==> src/design/cnn_pkg.sv <==
package cnn_pkg;

	//////////////////////////////////////////////////
	// Datapath widths
	//////////////////////////////////////////////////

	localparam int KER_TAPS = 9;               // 3x3 window

	typedef logic signed [7:0]  pix_t;
	typedef logic signed [7:0]  weight_t;
	typedef logic signed [15:0] bias_t;
	typedef logic signed [19:0] acc_t;         // Nine 16 bit products plus bias
	typedef logic signed [7:0]  result_t;
	typedef logic [3:0]         shift_t;

	typedef logic [KER_TAPS*8-1:0] kernel_t;   // Tap 0 in the low byte
	typedef logic [KER_TAPS*8-1:0] window_t;
	typedef logic [KER_TAPS*8-1:0] feed_word_t;

	//////////////////////////////////////////////////
	// Instructions and control
	//////////////////////////////////////////////////

	typedef enum logic [1:0] {
		op_nop,
		op_load_weight,
		op_load_bias,
		op_conv
	} op_t;

	// Word on the instruction FIFO
	typedef struct packed {
		op_t        op;
		logic [7:0] count;                     // Windows for op_conv
		shift_t     shift;
	} instr_t;

	// Controller to loader
	typedef struct packed {
		op_t        op;
		logic [7:0] count;
	} load_cmd_t;

	typedef enum logic [2:0] {
		st_idle,
		st_fetch,
		st_load,
		st_run,
		st_drain
	} ctrl_state_t;

endpackage

==> src/design/param_buffer.sv <==
`timescale 1ns/1ps

module param_buffer #(
	parameter int X_PE = 4,
	localparam int IDX_W = (X_PE > 1) ? $clog2(X_PE) : 1
) (
	input  logic                clk,
	input  logic                rst,
	input  logic                w_en,
	input  logic                b_en,
	input  logic [IDX_W-1:0]    w_idx,
	input  cnn_pkg::feed_word_t data,
	output cnn_pkg::kernel_t    kernels [X_PE],
	output cnn_pkg::bias_t      biases [X_PE]
);
	import cnn_pkg::*;

	//////////////////////////////////////////////////
	// Kernel and bias registers, one set per channel
	//////////////////////////////////////////////////

	always_ff @(posedge clk) begin
		if (rst) begin
			for (int i = 0; i < X_PE; i++) begin
				kernels[i] <= '0;
				biases[i]  <= '0;
			end
		end else begin
			if (w_en)
				kernels[w_idx] <= data;       // One kernel per feed word
			if (b_en) begin
				// Channel 0 sits in the low bits of the bias word
				for (int i = 0; i < X_PE; i++)
					biases[i] <= data[i*$bits(bias_t) +: $bits(bias_t)];
			end
		end
	end

endmodule

==> config.mk <==
export PLATFORM = sky130hd
export DESIGN_NAME = param_buffer
export DESIGN_NICKNAME = d
export VERILOG_FILES = /design/src/design/cnn_pkg.sv /design/src/design/param_buffer.sv
export SDC_FILE = /design/constraint.sdc
export NUM_CORES = 1
export LEC_CHECK = 0
export BUFFER_PORTS_ARGS = -buffer_cell sky130_fd_sc_hd__buf_4
export CORE_ASPECT_RATIO = 0.8
export CORE_MARGIN = 10
export CORE_UTILIZATION = 55
export CTS_BUF_LIST = sky130_fd_sc_hd__clkbuf_4
export DETAILED_ROUTE_END_ITERATION = 12
export PLACE_DENSITY = 0.85
export SYNTH_ARGS = -nofsm -noshare
export SYNTH_HDL_FRONTEND = slang
export SYNTH_SLANG_ARGS = --single-unit
==> constraint.sdc <==
create_clock -name clk -period 2 [get_ports clk]
set_clock_uncertainty 0.2 [all_clocks]
set_input_delay 0.4 -clock clk [delete_from_list [all_inputs] [get_ports clk]]
set_output_delay 0.4 -clock clk [all_outputs]
set_load 0.02 [all_outputs]
# Yosys cells after proc, flatten, opt, wreduce, memory -nomap -nowiden
# Index checks and enable logic that the tools add are counted.
# Widths: inputs -> output; s select.
[totals]
reg_bits = 352
romBits = 0
mem_bits_rw = 0
memories = 0
latchBits = 0
[op_classes]
div = 0
shifts = 0
order_cmp = 2
n_eq_ne = 0
add_sub_neg = 0
mux = 3
bitwise = 1
multipliers = 0
n_reduce_logical = 1
[ops]
columns = ["op", "count"]
rows = [
  ["$bwmux 288", 1],
  ["$demux 72 s2", 1],
  ["$mux 72", 1],
  ["$ge 3x3->1 const B", 1],
  ["$lt 3x1->1 const B", 1],
  ["$not 2->3", 1],
  ["$logic_and 1x1->1", 1],
]

# Depth between registers and ports, before layout
[depth]
ltp_word = 6
ltp_mapped = 5
ltp_nobuf = 2

# Worst setup path after synthesis
# Ideal clock, no wire load.
[synth_path]
kind = "input-to-reg"
startpoint = "input rst"
endpoint = "register kernels[65] (netlist bit)"
slack_ns = 0.517
t_arrival_ns = 1.156
setup_ns = 0.126
required_time_ns = 1.674
stages = 5
cell_sequence = "buf_2 > buf_2 > clkbuf_1 > nand2b_1 > mux2i_1"
[synth_rtl]
columns = ["element", "line_no", "source"]
rows = [
  ["start: declaration", "param_buffer.sv:8", "input logic rst,"],
  ["end signal: indexed assignment", "param_buffer.sv:30", "kernels[w_idx] <= data;"],
  ["end: declaration", "param_buffer.sv:13", "output cnn_pkg::kernel_t kernels [X_PE],"],
]

==> results.yml <==
clocking:
  clk_pin_slew_ps: 70
  cts.sinks: 352
  cts_tree: "built"
  clk_path_buf_depth: 3
  h-tree-depth: 3
  cts_buffers: 87
  cts_root_buffer: "clkbuf_4"
  insertion_delay_ps: 680
route:
  first_iter_violations: 492
  drt_first_pass_iters: 5
  avgRoutedWirePerCell_um: 20.97
  ant_nets: 0
  drc_errors: 0
  vias: 10980
  vias_per_cell: 5.129
  wirelength_mm: 44.88
die:
  die_area_um2: 31460
  start_util: 0.5595
  row_count: 51
  core-area_um2: 24310
  io_pins: 430
  fp.dieH_um: 160.7
  die_w_um: 195.8
status:
  violations: "setup timing"
  status: "complete, but fails checks"
yosys:
  synth_area_um2: 13600
  synth_cells: 1222
  netlist-cell-type-count: 14
  synth-seq-area-share: 0.5180
  async_flop_share: 0
  synthTopCellsByCount: "360 x nand2b_1, 352 x dfxtp_1, 352 x mux2i_1"
  ys_seq_elements: 352
  ys.warnings.count: 0
  synth_ff_type: "dfxtp_1"
  synth_most_common_cell: "nand2b_1"
  synth_top_area_share: 0.5180
  avgSynthCellArea_um2: 11.13
  synth_edf_count: 0
  netlist_top_cells_area: "dfxtp_1 52%, mux2i_1 26%, nand2b_1 17%, nor2_1 1.8%, clkbuf_1 1.0%"
  yosysTopAreaCell: "dfxtp_1"
  syn-num-nets: 1300
global_routing:
  grt_pass1_vias: 11810
  antenna_found_initial: 2
  grt_pass1_wl_mm: 68.57
  grt_max_degree: 82
  gr-usage-all-layers: 0.2739
  overflow: 0
place:
  routabilityCongestion: 0.8430
  portBuffers: 429
  preCtsSetupSlack_ps: 271.2
  dp_hpwl_mm: 31.02
  placed_area_um2: 17200
hold_path:
  hold_path_depth: 3
  hold_path.class: "in -> reg"
timing:
  max_freq_mhz: 496.3
  setup_viol: 1
  rsz0062_at_grt: "no"
  setup_ws_ps: -14.95
  min_period_ps: 2015
  drv_slew: 0
  tightest_slew_ps: 323.9
  hold_viol: 0
  maxSlewHeadroom: 0.7841
  period_share: 1.007
worst_setup_path:
  r2r_setup_slack_ps: 60
  slowest_delay_ps: 570
  crit_arrival_ps: 2390
  cp-end-kind: "register"
  path_depth: 6
  ff2ff_path_depth: 4
  cp_common_cell: "dlygate4sd3_1"
  critPathSlowestCell: "dlygate4sd3_1"
  critical_path_buf_inv_count: 4
  path_cells: "dlygate4sd3_1 > buf_4 > mux2i_1 > dlygate4sd3_1 > nor2_1 > dlygate4sd3_1"
  critical_path.top_delay_family: "buffers and inverters"
  path_class: "in -> reg"
  worstSetupStartpointType: "primary input"
  required_ps: 2370
  path_max_fanout: 2
power_and_ir_drop:
  leakage_nw: 9.545
  peakVddDrop_v: 0.0005414
  power_mw: 15.13
  p_int_mw: 11.02
  p_seq_frac: 0.493
  clkPwrFrac: 0.367
  combinationalPowerShare: 0.140
  power.density_nw_per_um2: 793.8
  swShare: 0.2715
  switchingPower_mw: 4.107
finish:
  area_delta_synth_final_pct: 40.08
  finalInstanceArea_um2: 19060
  nets: 1843
  drive_above_1_share: 0.3214
  finish.utilization: 0.7838
  fill_cells: 1472
job:
  max_cap_viol_count: 0
## timing repair
item / 4_1_cts / 5_1_grt
hold endpoints to repair: 352 / 0
buffers inserted: 0 / 0
endpoints found under the setup margin: 0 / 3
resized for setup: 0 / 2
hold buffers: 87 / 0
## path summary, 6_finish.rpt
check / start / end
min: w_idx[1] / kernels[285]
min reg2reg: kernels[251] / kernels[251]
max reg2reg: biases[40] / biases[40]
max: data[24] / biases[40]
## layer usage
metal  up-vias  GRT usage  part of all wire
met2       432     0.4488              0.48
met4         0     0.1629             0.055
met3       138    0.08739             0.069
met5         -          0                 0
met1      5250     0.3073              0.40
li1       5155          -                 -
## cells in the final DEF (no fill, tap or decap), drive strengths merged
master	instances
buf	456
nand2b	360
dfxtp	352
mux2i	352
clkbuf	120
dlygate4sd3	84
nor2	64
clkinv	21
inv	4
diode	2
nand3b	2
nand3	1
or3b	1
nor3b	1
and3b	1
dlymetal6s4s	1
## registers in the layout, summed over array words and instances (netlist names)
| signal | count |
|---|---|
| kernels | 288 |
| biases | 64 |
## power groups by stage
stage / clock (mW) / sequential, mW / combinational [mW]
3_5_place_dp: 0 / 7.60 / 1.96
3_3_place_gp: 0 / 7.59 / 1.93
6_report: 5.54 / 7.46 / 2.12
5_1_grt: 6.04 / 7.48 / 2.23
2_1_floorplan: 0 / 7.92 / 0.744
4_1_cts: 5.62 / 7.45 / 2.11
## layout make-up
| type | count | area (µm²) | area share |
|---|---|---|---|
| repair buffers | 542 | 4528 | 0.2376 |
| well taps | 318 | 397.9 | 0.02088 |
| diodes | 2 | 5.005 | 0.0002626 |
| flip-flops and latches | 352 | 7047 | 0.3698 |
| clock inverters | 25 | 96.34 | 0.005056 |
| clock buffers | 119 | 893.4 | 0.04688 |
| multi-input cells | 782 | 6088 | 0.3195 |
## cells by family after synthesis
logic type / synth area share
mux: 0.2590
simple gates: 0.1869
flops: 0.5180
buf+inv: 0.03606
## stage by stage
stage	hold WS [ps]	std cells	setup TNS, ps
final	77.21	2140	-14.95
after global routing	43.39	2140	0
after CTS	12.02	2140	0
after detailed placement	260.7	1909	0
after global placement	257.8	1909	0
after floorplan	346.0	1222	0
## worst min-delay path, cell delays in order
cell and delay, ps:
buf_4 140, or3b_1 270, mux2i_1 110
Note: power is estimated with default switching activity, not from simulation.
