==> src/design/cnn_pkg.sv <==
package cnn_pkg;

	//////////////////////////////////////////////////
	// Datapath widths
	//////////////////////////////////////////////////

	localparam int KER_TAPS = 9;               // 3x3 window

	typedef logic signed [7:0]  pix_t;
	typedef logic signed [7:0]  weight_t;
	typedef logic signed [15:0] bias_t;
	typedef logic signed [19:0] acc_t;         // Nine 16 bit products plus bias
	typedef logic signed [7:0]  result_t;
	typedef logic [3:0]         shift_t;

	typedef logic [KER_TAPS*8-1:0] kernel_t;   // Tap 0 in the low byte
	typedef logic [KER_TAPS*8-1:0] window_t;
	typedef logic [KER_TAPS*8-1:0] feed_word_t;

	//////////////////////////////////////////////////
	// Instructions and control
	//////////////////////////////////////////////////

	typedef enum logic [1:0] {
		op_nop,
		op_load_weight,
		op_load_bias,
		op_conv
	} op_t;

	// Word on the instruction FIFO
	typedef struct packed {
		op_t        op;
		logic [7:0] count;                     // Windows for op_conv
		shift_t     shift;
	} instr_t;

	// Controller to loader
	typedef struct packed {
		op_t        op;
		logic [7:0] count;
	} load_cmd_t;

	typedef enum logic [2:0] {
		st_idle,
		st_fetch,
		st_load,
		st_run,
		st_drain
	} ctrl_state_t;

endpackage

==> src/design/cnn_ctrl.sv <==
`timescale 1ns/1ps

module cnn_ctrl #(
	parameter int X_PE = 4
) (
	input  logic               clk,
	input  logic               rst,
	input  logic               inst_empty,
	input  cnn_pkg::instr_t    instruct,
	output logic               inst_req,
	output cnn_pkg::load_cmd_t cmd,
	output logic               cmd_valid,
	input  logic               cmd_done,
	input  logic               busy,
	output cnn_pkg::shift_t    shift
);
	import cnn_pkg::*;

	ctrl_state_t state;

	// One read per instruction, only from idle
	assign inst_req = (state == st_idle) && !inst_empty;

	always_ff @(posedge clk) begin
		if (rst) begin
			state     <= st_idle;
			cmd       <= '0;
			cmd_valid <= 1'b0;
			shift     <= '0;
		end else begin
			cmd_valid <= 1'b0;
			case (state)
				st_idle: begin
					if (inst_req)
						state <= st_fetch;
				end
				st_fetch: begin // instruct is valid this cycle
					shift  <= instruct.shift;
					cmd.op <= instruct.op;
					case (instruct.op)
						op_load_weight: begin
							cmd.count <= 8'(X_PE);  // One kernel per channel
							cmd_valid <= 1'b1;
							state     <= st_load;
						end
						op_load_bias: begin
							cmd.count <= 8'd1;      // All biases in one word
							cmd_valid <= 1'b1;
							state     <= st_load;
						end
						op_conv: begin
							cmd.count <= instruct.count;
							cmd_valid <= 1'b1;
							state     <= st_run;
						end
						default: state <= st_idle;
					endcase
				end
				st_load: begin
					if (cmd_done)
						state <= st_idle;
				end
				st_run: begin
					if (cmd_done)
						state <= st_drain;
				end
				st_drain: begin
					// Last results still leaving the PE pipeline
					if (!busy)
						state <= st_idle;
				end
				default: state <= st_idle;
			endcase
		end
	end

endmodule

==> config.mk <==
export PLATFORM = sky130hd
export DESIGN_NAME = cnn_ctrl
export DESIGN_NICKNAME = d
export VERILOG_FILES = /design/src/design/cnn_pkg.sv /design/src/design/cnn_ctrl.sv
export SDC_FILE = /design/constraint.sdc
export NUM_CORES = 1
export LEC_CHECK = 0
export BUFFER_PORTS_ARGS = -buffer_cell sky130_fd_sc_hd__buf_2
export CAP_MARGIN = 20
export CORE_MARGIN = 2
export CORE_UTILIZATION = 30
export CTS_CLUSTER_SIZE = 10
export DETAILED_ROUTE_END_ITERATION = 6
export SLEW_MARGIN = 30
export SYNTH_ARGS = -nofsm -noshare
export SYNTH_HDL_FRONTEND = slang
export SYNTH_SLANG_ARGS = --single-unit
==> constraint.sdc <==
create_clock -name clk -period 3.37 [get_ports clk]
set_input_delay 0.674 -clock clk [delete_from_list [all_inputs] [get_ports clk]]
set_output_delay 0.674 -clock clk [all_outputs]
set_load 0.01 [all_outputs]
# Yosys cells after proc, flatten, opt, wreduce, memory -nomap -nowiden
# Cells that the tools add are included.
[word_totals] register_bits=18 inputBits=19 output_inout_bits=16 elab_cells=34
[classes] eq_ne=11 mux=8 bitwise=1 reduce_logical=9
[ops] op="one-hot mux 8 bit (3 select lines)" count=1
[ops] op="one-hot mux 3 bit (5 select lines)" count=1
[ops] op="two-way mux 3 bit" count=4
[ops] op="!= test 2 bit (second input constant)" count=4
[ops] op="== test 3 x 2 -> 1 bit (second input constant)" count=2
[ops] op="== test 2 bit (second input constant)" count=2
[ops] op="one-hot mux 2 bit (2 select lines)" count=1
[ops] op="AND reduction 4 bit" count=1
[ops] op="OR reduction 2 bit" count=2
[ops] op="== test 3 x 1 -> 1 bit (second input constant)" count=1
[ops] op="== test 3 bit (second input constant)" count=1
[ops] op="zero test 3 bit" count=1
[ops] op="nonzero test 3 bit" count=1
[ops] op="OR reduction 3 bit" count=1
[ops] op="== test 2 x 1 -> 1 bit (second input constant)" count=1
[ops] op="AND reduction 2 bit" count=1
[ops] op="logical AND 1 bit" count=1
[ops] op="zero test 1 bit" count=1
[ops] op="two-way mux 1 bit" count=1
[ops] op="NOT 1 bit" count=1

# Logic depth before layout (Yosys ltp)
[depth] ltp_word=4 depth_mapped=5

# Least setup slack after synthesis
# Ideal clock, no wire load.
[synth_path] path_type="input to output" startpoint="input inst_empty" endpoint="output inst_req" arrival_ns=1.027 slack_ns=1.669 stages=1 path_cell_list="nor4_1"
[synth_between] elab_chain_len=2
[synth_lines] element="start, declared" line="cnn_ctrl.sv:8" text="input logic inst_empty,"
[synth_lines] element="zero test 1 bit" line="cnn_ctrl.sv:22" text="assign inst_req = (state == st_idle) && !inst_empty;"
[synth_lines] element="logical AND 1 bit" line="cnn_ctrl.sv:22"
[synth_lines] element="end, declared" line="cnn_ctrl.sv:10" text="output logic inst_req,"
# No other way between the ends.

# Worst setup path after layout
[layout_path] startpoint="register state[1]" endpoint="output inst_req"
[layout_between] elab_chain_len=2
[layout_lines] element="start, declared" line="cnn_ctrl.sv:19" text="ctrl_state_t state;"
[layout_lines] element="start signal, assigned" line="cnn_ctrl.sv:26" text="state <= st_idle;"
[layout_lines] element="start signal, assigned" line="cnn_ctrl.sv:35" text="state <= st_fetch;"
[layout_lines] element="start signal, assigned" line="cnn_ctrl.sv:44" text="state <= st_load;"
[layout_lines] element="zero test 3 bit" line="cnn_ctrl.sv:22"
[layout_lines] element="logical AND 1 bit" line="cnn_ctrl.sv:22"
# No other way between the ends.

==> results.sh <==
export IMPL_ys_flop_type="sky130_fd_sc_hd__dfxtp_1"
export IMPL_outcome="finished, final reports clean"
export IMPL_criticalPathCategory="register to output pin"
export IMPL_netlist_top_cell_by_area="sky130_fd_sc_hd__dfxtp_1"
export IMPL_iteration_0_drc_count_of_the_detailed_router=11
export IMPL_die_w_um=53.9
export IMPL_detailedRoute_firstPassIterationCount=4
export IMPL_htree_num_levels=1
export IMPL_timing_final_setup_violations=0
export IMPL_cts_repair_resize_count=0
export IMPL_critPathMaxFanout=11
export IMPL_numCtsBuffers=3
export IMPL_syn2layout_area_growth_pct=26.8
export IMPL_dieArea_sq_um=2910
export IMPL_antenna_found_initial=0
export IMPL_drt_wl_total_um=1650
export IMPL_fp_row_count=18
export IMPL_final_period_utilization=0.560
export IMPL_asyncSetResetFlopFracSynth=0
export IMPL_finalHoldWorstSlack_ns=0.459
export IMPL_drt_vias_per_instance=4.83
export IMPL_critical_path_startpoint_type="register"
export IMPL_syn_instance_count=85
export IMPL_pin_count_of_the_biggest_net_entering_global_routing=18
export IMPL_post_synth_num_cell_types=23
export IMPL_post_synth_top_count_cell="sky130_fd_sc_hd__dfxtp_1"
export IMPL_syn_area_sq_um=748
export IMPL_post_route_cells_drive_above_1_share=0.353
export IMPL_critical_path_data_arrival_time_ns=1.21
export IMPL_post_cts_setup_buffers=0
export IMPL_clock_sinks=18
export IMPL_min_delay_path_class="register to register"
export IMPL_synth_top_area_frac=0.482
export IMPL_grtUsageTotal=0.115
export IMPL_floorplan_core_area_sq_um=2410
export IMPL_worst_slew_margin_rel=0.615
export IMPL_finalWeightedCongestion=0.689
export IMPL_worstMarginPinSlew_ns=0.575
export IMPL_fill_cells=251
export IMPL_powerDensity_nw_per_um2=454
export IMPL_number_of_nets_still_failing_antenna_checks_after_routing=0
export IMPL_p_leak_nw=0.410
export IMPL_antenna_cells=0
export IMPL_postLayoutCellArea_sq_um=948
export IMPL_fin_nets=136
export IMPL_synth_top_cells_by_count="sky130_fd_sc_hd__dfxtp_1, sky130_fd_sc_hd__a21oi_1, sky130_fd_sc_hd__nand2_1"
export IMPL_timing_max_cap_violations=0
export IMPL_edff_count_synth=0
export IMPL_cts_hold_buffers=0
export IMPL_unrepaired_setup_endpoints_after_global_routing="false"
export IMPL_required_time_at_the_endpoint_of_the_critical_path_ns=2.70
export IMPL_place_area_sq_um=912
export IMPL_hpwl_um=1250
export IMPL_synth_seq_cells=18
export IMPL_ioPinCount=35
export IMPL_grt_overflow=0
export IMPL_vias=705
export IMPL_grt_pass1_wl_um=2370
export IMPL_maximum_achievable_frequency_ghz=0.529
export IMPL_die_h_um=53.9
export IMPL_clk_insertion_delay_late_ns=0.29
export IMPL_tritoncts_clock_tree="yes"
export IMPL_portBuffers=34
export IMPL_report_final_hold_viol_count=0
export IMPL_syn_num_nets=104
export IMPL_synth_yosys_seq_area_share=0.482
export IMPL_drt_drc_violations_left=0
export IMPL_end_kind="output pin"
export IMPL_cts_buffer_depth=2
export IMPL_cts_root_buf="sky130_fd_sc_hd__clkbuf_4"
export IMPL_setup_tns_final_ns=0
export IMPL_yosys_warnings=0
export IMPL_highest_ir_drop_seen_on_vdd_v=0.000337
export IMPL_final_max_slew_violation_count=0
export IMPL_post_route_util=0.394
export IMPL_ys_top_cells_by_area="sky130_fd_sc_hd__dfxtp_1, sky130_fd_sc_hd__a21oi_1, sky130_fd_sc_hd__nand2_1, sky130_fd_sc_hd__nand3_1, sky130_fd_sc_hd__o21ai_1"
export IMPL_final_min_clock_period_ns=1.89
export IMPL_first_global_vias=565
export IMPL_clk_pin_slew_ns=0.10
export IMPL_timing_clock_skew_ns=0.00187
export IMPL_drt_wirelength_per_cell_um=11.3
export IMPL_avg_inst_size_synth_sq_um=8.80
export IMPL_starting_density_of_the_core=0.310
## registers in the layout, indices dropped and copies added (netlist names)
| name | count |
|---|---|
| cmd | 10 |
| cmd_valid | 1 |
| shift | 4 |
| state | 3 |
## stage by stage
step / total power [W] / std cells / setup WS, ns
CTS: 0.000436 / 146 / 1.47
global route: 0.000452 / 146 / 1.42
global placement: 0.000304 / 142 / 1.62
finish: 0.000431 / 146 / 1.48
floorplan: 0.000284 / 85 / 1.67
detailed placement: 0.000306 / 142 / 1.56
## report_power, final
| group | switching (W) | leakage, nW | internal, W |
|---|---|---|---|
| logic | 0.0000362 | 0.242 | 0.0000314 |
| clock network | 0.0000640 | 0.0210 | 0.0000657 |
| registers | 0.00000939 | 0.146 | 0.000224 |
## cells by family after synthesis
group,synth area share
compound gates,0.176
simple gates,0.284
buf+inv,0.0585
flops,0.482
## worst max-delay path, cell delays in order, from the launching register on
cell and delay, ns:
sky130_fd_sc_hd__dfxtp_1 0.43, sky130_fd_sc_hd__nor4_1 0.32, sky130_fd_sc_hd__buf_2 0.18
## cells in the final DEF (no fill, tap or decap), types with 2 or more instances in the layout
| master | netlist | final |
|---|---|---|
| sky130_fd_sc_hd__nand4bb_1 | 2 | 2 |
| sky130_fd_sc_hd__a2bb2oi_1 | 2 | 2 |
| sky130_fd_sc_hd__clkbuf_4 | 0 | 3 |
| sky130_fd_sc_hd__nor2_1 | 6 | 6 |
| sky130_fd_sc_hd__dfxtp_1 | 18 | 18 |
| sky130_fd_sc_hd__nand2b_1 | 2 | 2 |
| sky130_fd_sc_hd__nor2b_1 | 2 | 2 |
| sky130_fd_sc_hd__nand2_1 | 10 | 10 |
| sky130_fd_sc_hd__o21ai_1 | 6 | 6 |
| sky130_fd_sc_hd__buf_2 | 2 | 34 |
| sky130_fd_sc_hd__nand3_1 | 7 | 7 |
| sky130_fd_sc_hd__a21oi_1 | 13 | 13 |
## metal layers
metal | wire, um | track usage | vias to the layer above
met5 | 0 | 0 | -
met2 | 780 | 0.183 | 21
li1 | - | - | 363
met3 | 111 | 0.0500 | 0
met4 | 0 | 0.0256 | 0
met1 | 753 | 0.145 | 321
## layout make-up
type	count	area, sq um	share of cell area
Clock buffer	4	36.3	0.0383
Multi-Input combinational cell	60	344	0.363
Sequential cell	18	360	0.380
Tap cell	30	37.5	0.0396
Timing Repair Buffer	34	170	0.179
## final timing paths
check                              start  slack (ns)  cells after the start       end
worst min-delay path            shift[3]        0.46                      2  shift[3]
worst min register to register  shift[3]        0.46                      2  shift[3]
worst max-delay path            state[1]        1.48                      2  inst_req
worst max register to register  state[0]        2.02                      3    cmd[4]
(Power assumes the default switching activity.)
