--- src/design/cnn_pkg.sv ---
package cnn_pkg;

	//////////////////////////////////////////////////
	// Datapath widths
	//////////////////////////////////////////////////

	localparam int KER_TAPS = 9;               // 3x3 window

	typedef logic signed [7:0]  pix_t;
	typedef logic signed [7:0]  weight_t;
	typedef logic signed [15:0] bias_t;
	typedef logic signed [19:0] acc_t;         // Nine 16 bit products plus bias
	typedef logic signed [7:0]  result_t;
	typedef logic [3:0]         shift_t;

	typedef logic [KER_TAPS*8-1:0] kernel_t;   // Tap 0 in the low byte
	typedef logic [KER_TAPS*8-1:0] window_t;
	typedef logic [KER_TAPS*8-1:0] feed_word_t;

	//////////////////////////////////////////////////
	// Instructions and control
	//////////////////////////////////////////////////

	typedef enum logic [1:0] {
		op_nop,
		op_load_weight,
		op_load_bias,
		op_conv
	} op_t;

	// Word on the instruction FIFO
	typedef struct packed {
		op_t        op;
		logic [7:0] count;                     // Windows for op_conv
		shift_t     shift;
	} instr_t;

	// Controller to loader
	typedef struct packed {
		op_t        op;
		logic [7:0] count;
	} load_cmd_t;

	typedef enum logic [2:0] {
		st_idle,
		st_fetch,
		st_load,
		st_run,
		st_drain
	} ctrl_state_t;

endpackage

--- src/design/feed_loader.sv ---
`timescale 1ns/1ps

module feed_loader #(
	parameter int X_PE = 4,
	localparam int IDX_W = (X_PE > 1) ? $clog2(X_PE) : 1
) (
	input  logic                clk,
	input  logic                rst,
	input  cnn_pkg::load_cmd_t  cmd,
	input  logic                cmd_valid,
	output logic                cmd_done,
	input  logic                feed_empty,
	output logic                feed_req,
	input  cnn_pkg::feed_word_t feed_data,
	output logic                w_en,
	output logic                b_en,
	output logic [IDX_W-1:0]    w_idx,
	output cnn_pkg::feed_word_t data,
	output cnn_pkg::window_t    window,
	output logic                win_valid,
	input  logic                stall
);
	import cnn_pkg::*;

	op_t        cur_op;
	logic [7:0] to_req;      // Words not yet requested
	logic [7:0] to_use;      // Words not yet consumed
	logic       rd_pend;     // Word returns from the FIFO this cycle
	logic       hold_valid;
	feed_word_t hold_data;
	logic       word_valid;
	feed_word_t word;
	logic       consume;

	// Slot holds either the registered word or the one arriving now
	assign word_valid = hold_valid || rd_pend;
	assign word       = hold_valid ? hold_data : feed_data;
	assign consume    = word_valid && (cur_op != op_conv || !stall);
	assign feed_req   = !feed_empty && (to_req != '0) && (!word_valid || consume);

	assign w_en      = consume && (cur_op == op_load_weight);
	assign b_en      = consume && (cur_op == op_load_bias);
	assign win_valid = consume && (cur_op == op_conv);
	assign data      = word;
	assign window    = word;

	always_ff @(posedge clk) begin
		if (rst) begin
			cur_op     <= op_nop;
			to_req     <= '0;
			to_use     <= '0;
			rd_pend    <= 1'b0;
			hold_valid <= 1'b0;
			w_idx      <= '0;
			cmd_done   <= 1'b0;
		end else begin
			rd_pend  <= feed_req;
			cmd_done <= 1'b0;
			if (cmd_valid) begin
				cur_op   <= cmd.op;
				to_req   <= cmd.count;
				to_use   <= cmd.count;
				w_idx    <= '0;
				cmd_done <= (cmd.count == '0);  // Empty command ends at once
			end else begin
				if (feed_req)
					to_req <= to_req - 8'd1;
				if (consume) begin
					to_use   <= to_use - 8'd1;
					cmd_done <= (to_use == 8'd1);
				end
				if (w_en)
					w_idx <= w_idx + 1'b1;
			end
			if (consume)
				hold_valid <= 1'b0;
			else if (rd_pend)
				hold_valid <= 1'b1;             // Park the word during a stall
		end
	end

	always_ff @(posedge clk) begin
		if (rd_pend && !consume)
			hold_data <= feed_data;
	end

endmodule

--- config.mk ---
export PLATFORM = sky130hd
export DESIGN_NAME = feed_loader
export DESIGN_NICKNAME = d
export VERILOG_FILES = /design/src/design/cnn_pkg.sv /design/src/design/feed_loader.sv
export SDC_FILE = /design/constraint.sdc
export NUM_CORES = 1
export LEC_CHECK = 0
export BUFFER_PORTS_ARGS = -buffer_cell sky130_fd_sc_hd__buf_2
export CAP_MARGIN = 20
export CORE_MARGIN = 2
export CORE_UTILIZATION = 46
export DETAILED_ROUTE_END_ITERATION = 16
export GPL_TIMING_DRIVEN = 0
export PLACE_DENSITY = 0.87
export REMOVE_ABC_BUFFERS = 1
export SLEW_MARGIN = 40
export SYNTH_ARGS = -nofsm -noshare
export SYNTH_HDL_FRONTEND = slang
export SYNTH_SLANG_ARGS = --single-unit
--- constraint.sdc ---
create_clock -name clk -period 3.3 [get_ports clk]
set_clock_uncertainty 0.15 [all_clocks]
set_input_delay 0.165 -clock clk [delete_from_list [all_inputs] [get_ports clk]]
set_output_delay 0.165 -clock clk [all_outputs]
set_load 0.03 [all_outputs]
### Word-level counts from Yosys, hierarchy flattened

Index checks and enable logic that the tools add are counted.

* output and inout bits: 151
* logic and storage cells: 43
* bits in latches: 0
* memory bits (read-only): 0
* bits of input ports: 87
* memories: 0
* bits in writable memories: 0
* flip-flop bits (word level): 95

* multiply operators: 0
* div/mod/pow operators: 0
* multiplexer cells: 7
* add/sub/neg operators: 3
* equality and inequality tests: 5
* bitwise gates (word level): 0
* order comparisons: 0
* shift operators: 0
* reductions and logical operators: 20

Operators with widths (count)
* $mux W72: 1
* $mux W8: 4
* $sub A8 B1 Y8 const B: 2
* $eq A8 B1 Y1 const B: 1
* $logic_not A8 Y1: 1
* $reduce_bool A8 Y1: 1
* $logic_and A1 B1 Y1: 7
* $eq A2 B2 Y1 const B: 2
* $logic_not A1 Y1: 4
* $reduce_bool A2 Y1: 2
* $reduce_or A2 Y1: 2
* $logic_or A1 B1 Y1: 3
* $add A2 B1 Y2 const B: 1
* $eq A2 B1 Y1 const B: 1
* $mux W1: 2
* $ne A2 B2 Y1 const B: 1

### Longest topological paths before layout

* word-level depth: 7
* mapped depth: 6
* gate-level depth less buffers: 6

### Least setup slack after synthesis

Ideal clock, no wire load.

* path kind: reg-to-reg
* start point: register cur_op[0]
* end point: register hold_data[0], enable pin
* slack: 0.395 ns
* data arrival time: 2.317 ns
* stages on the path, launching flop included: 3
* setup time: 0.438 ns
* required time: 2.712 ns
* cells stage by stage: dfxtp_1 -> and3_1 -> and2_1

* cells in the longest elaborated chain, start to end: 5

RTL lines
* from (decl): RTL line feed_loader.sv:25 `op_t cur_op;`
* from (signal assigned): RTL line feed_loader.sv:49 `cur_op <= op_nop;`
* from (signal assigned): RTL line feed_loader.sv:60 `cur_op <= cmd.op;`
* $ne A2 B2 Y1: RTL line feed_loader.sv:38 `assign consume = word_valid && (cur_op != op_conv || !stall);`
* $logic_or A1 B1 Y1: RTL line feed_loader.sv:38
* $logic_and A1 B1 Y1: RTL line feed_loader.sv:38
* $logic_not A1 Y1: RTL line feed_loader.sv:83 `if (rd_pend && !consume)`
* $logic_and A1 B1 Y1: RTL line feed_loader.sv:83
* to (signal assigned): RTL line feed_loader.sv:84 `hold_data <= feed_data;`
* to (decl): RTL line feed_loader.sv:30 `feed_word_t hold_data;`

No other way between the ends.
A chain may end at the register's enable or synchronous reset.

### Final worst setup path

* start point: register hold_valid
* end point: output feed_req

* cells in the longest elaborated chain, start to end: 4
* elaborated cells on any way between the ends: 5
* those cells by class: 5 x reduce/logical

RTL lines
* from (decl): RTL line feed_loader.sv:29 `logic hold_valid;`
* from (signal assigned): RTL line feed_loader.sv:53 `hold_valid <= 1'b0;`
* from (signal assigned): RTL line feed_loader.sv:76 `hold_valid <= 1'b0;`
* from (signal assigned): RTL line feed_loader.sv:78 `hold_valid <= 1'b1;`
* $logic_or A1 B1 Y1 (*): RTL line feed_loader.sv:36 `assign word_valid = hold_valid || rd_pend;`
* $logic_not A1 Y1 / $logic_and A1 B1 Y1 (equally long branches): RTL line feed_loader.sv:39, feed_loader.sv:38
* $logic_or A1 B1 Y1 (*): RTL line feed_loader.sv:39 `assign feed_req = !feed_empty && (to_req != '0) && (!word_valid || consume);`
* $logic_and A1 B1 Y1 (*): RTL line feed_loader.sv:39
* to (decl): RTL line feed_loader.sv:13 `output logic feed_req,`

Every way passes the cells marked *; elsewhere a longest branch is shown, timed or not.

==> metrics list <==
* Status: completed
- The average instance in the mapped netlist occupies 12.7 µm².
* Clk root buf: clkbuf_8
* Unrepaired setup endpoints after global routing: no
- Clock tree buffer depth: 2
- Maximum level of the CTS H-tree: 3
- Data on the critical path arrives at its endpoint at 2160 ps.
* Req. time, crit path: slightly below 3000 ps
- Clock latency reported for the late side of the worst-skew pair: 340 ps
- Summing the sequential cell areas from Yosys gives 54.4% of the chip area.
- I/O Buffers: around 240
- Class of the tightest hold or removal check: input port to flop
- Max Cap Violations: 0
- The initial antenna violation count came to 0.
* Worst Path Max Fanout: 43
* Type of the worst setup path: flop to output pin
* Worst-case setup slack after placement: roughly 1200 ps
- Total Die Area: 0.0113 mm²
- Summing the areas of all fa, ha and maj instances in the mapped netlist gives under 10% of the synthesized area.
* First-pass iteration count of the detailed router: 4
- Commonest cells post-synth: 72 x buf_4, 72 x edfxtp_1, 72 x mux2_2
* Worst flop-to-flop path startpoint: hold_valid$_SDFFE_PP0P_
* Setup WS post-layout: 822 ps
- The synthesized netlist devotes under 10% of its cell area to compound gates.
* Average detailed-routed wire length per instance: about 19 µm
- Element type at the critical path start: flop
- For this design, the CTS-stage hold fixing added 80 buffers.
* TritonCTS Buffers: 9
- The die is ~110 µm tall.
* Max Fclk: a little over 0.4 GHz
- Ports placed on the boundary: 238
- Vias: 4043
- The total overflow left after global routing is 0.
- Wire length of the first global-routing pass: 21300 µm
- The number of global-route vias before repair is 4004.
- Once the floorplan was initialized, standard cells occupied 47.1% of the core.
* Filler cells: 737
- The number of pins exceeding their max-slew limit in the final report came to 0.
* Count of unique library cells instantiated by Yosys: 42
* Period utilisation layout: 75.1%
- Yosys warns: 0
- After synthesis, the largest family of logic cells by area is multiplexers.
* Count of routing violations after the opening detailed-route iteration: 231
* Setup TNS: 0 ps
- In this run the worst setup path begins at hold_valid$_SDFFE_PP0P_.
- Area share of the largest cell type after synthesis: between 40% and 50%
* Final net count: 711
* Largest net degree at the start of global routing: 46
- CTS tree: built
* Top cells by area in the synthesized netlist: edfxtp_1 45%, mux2_2 17%, buf_4 11%
- Final antenna-violating net count: 0
- Overall Global Routing Usage: 24.3%
- In this run the static leakage power is about 0.0027 µW.
- Worst hold start: cmd[0]
- At the pin with the least slew margin, the transition time is 608 ps.
- Clock period minus worst slack: 2480 ps
- Reg clk slew, reported paths: 80 ps
- The hold violation total from the final report came to 0.
- The final layout contains routed wiring with a total length of 14400 µm.
- Yosys top cell by area: edfxtp_1
* Cell area power density: 406 mW/mm²
- The synthesized netlist devotes 7.66% of its cell area to simple gates.
* #FFs+latches synth: 95
* Sink Count: 95
- In the final layout, the share of cells above drive strength 1 is 53.0%.
- Synthesis handed over a netlist of 378 instances.
- The worst setup path is captured at an output pin.
- The synthesized netlist occupies a cell area of 0.00482 mm².
- Predominant post-synthesis flop cell: edfxtp_1
- Vias per cell: 5.31
- For this run, design rule violations remaining after detail routing come to 0.
- Area added between synthesis and finish: 36.9%
* Number of buffers inserted to repair setup after CTS: 0
* Placeable core region: approximately 0.010 mm²
- Total power: 2680 µW
- Async SR Flop Fraction: 0%
- Gates resized during post-CTS repair numbered 0.
* Number of standard-cell rows in the floorplan: 37
- Final weighted congestion in routability-driven placement: 0.884
* Width of the die: 106 µm
* Setup-failing EPs final: 0
- Summed over all nets, the half-perimeter wirelength after detailed placement is 9210 µm.
- # diodes: 0
* Synth Area in XOR/XNOR: 1.27%
- In this run the tightest slew margin relative to its limit is 59.5%.
* Number of enable-type register cells in the synthesized netlist: between 70 and 80
* Worst IR Drop VDD: 0.000204 V
- The portion of synthesized area spent on multiplexers is 17.2%.
## per-stage QoR
| step | cell area, µm² | util, % | hold WS [ps] | std cells |
|---|---|---|---|---|
| finish | 6600 | 64.5 | 40.1 | 761 |
| global route | 6600 | 64.5 | 3.17 | 761 |
| CTS | 6600 | 64.5 | 1.16 | 761 |
| detailed placement | 5610 | 54.9 | 207 | 665 |
| global placement | 5570 | 54.4 | 207 | 663 |
| floorplan | 4210 | - | 84.1 | 290 |
## power by group
part	switching, µW	internal (µW)
sequential	20.3	1300
clock	382	349
combinational	385	241
## cells in the final DEF (no fill, tap or decap), drive strengths merged, types with 3 or more instances in the layout
master       synthesis  routed
xor2                 5       5
inv                 10      10
or3                  3       3
ha                   4       4
edfxtp              72      72
nand3               11      11
dlygate4sd3          0      80
nor4                 7       7
clkbuf               5      12
and3                 3       3
or2                  3       3
a21boi               3       3
o21ai                4       4
buf                 83     239
nand4                5       5
o21bai               3       3
o31a                 6       6
nand2                3       3
a21oi                7       7
nor3b                5       5
nor2                12      12
dfxtp               23      23
nor3                 8       8
mux2                72      72
a31oi                4       4
## critical path: stages, from the launching register on
cell,delay [ps]
dfxtp_4,530
or2_2,470
a21o_1,310
nor2_1,260
buf_2,250
## cell type report
class | count | area (µm²) | share of cell area, %
clock buffer | 12 | 135 | 2.05
clock inverter | 4 | 46.3 | 0.702
inverter | 10 | 37.5 | 0.569
multi-input combinational | 185 | 1550 | 23.6
sequential | 95 | 2630 | 39.8
tap | 136 | 170 | 2.58
timing repair buffer | 319 | 2030 | 30.7
## flip-flops by register name, summed over array words and instances, names as in the netlist
name	cells
hold_valid	1
w_idx	2
cur_op	2
rd_pend	1
hold_data	72
to_use	8
cmd_done	1
to_req	8
## routing by layer
| metal | up-vias | wire (µm) | GRT usage [%] |
|---|---|---|---|
| li1 | 1812 | - | - |
| met1 | 1954 | 5260 | 26.2 |
| met2 | 230 | 7440 | 43.0 |
| met3 | 47 | 1080 | 7.60 |
| met4 | 0 | 571 | 11.6 |
| met5 | - | 0 | 0 |
## final timing paths
kind | end | slack [ps] | cells after the start
max | feed_req | 820 | 4
min | to_req[0]$_SDFFE_PP0P_ | 40 | 3
max reg2reg | to_req[4]$_SDFFE_PP0P_ | 1130 | 4
min reg2reg | to_req[7]$_SDFFE_PP0P_ | 410 | 2
## cell families (layout without fill, tap and decap cells)
| kind of cell | count (synthesis) | count (layout) |
|---|---|---|
| buf+inv | 98 | 345 |
| flops | 95 | 95 |
| mux | 74 | 74 |
| simple gates | 66 | 66 |
| compound gates | 34 | 34 |
| xor+xnor | 7 | 7 |
| fa+ha+maj | 4 | 4 |
Note: power is estimated with default switching activity, not from simulation.
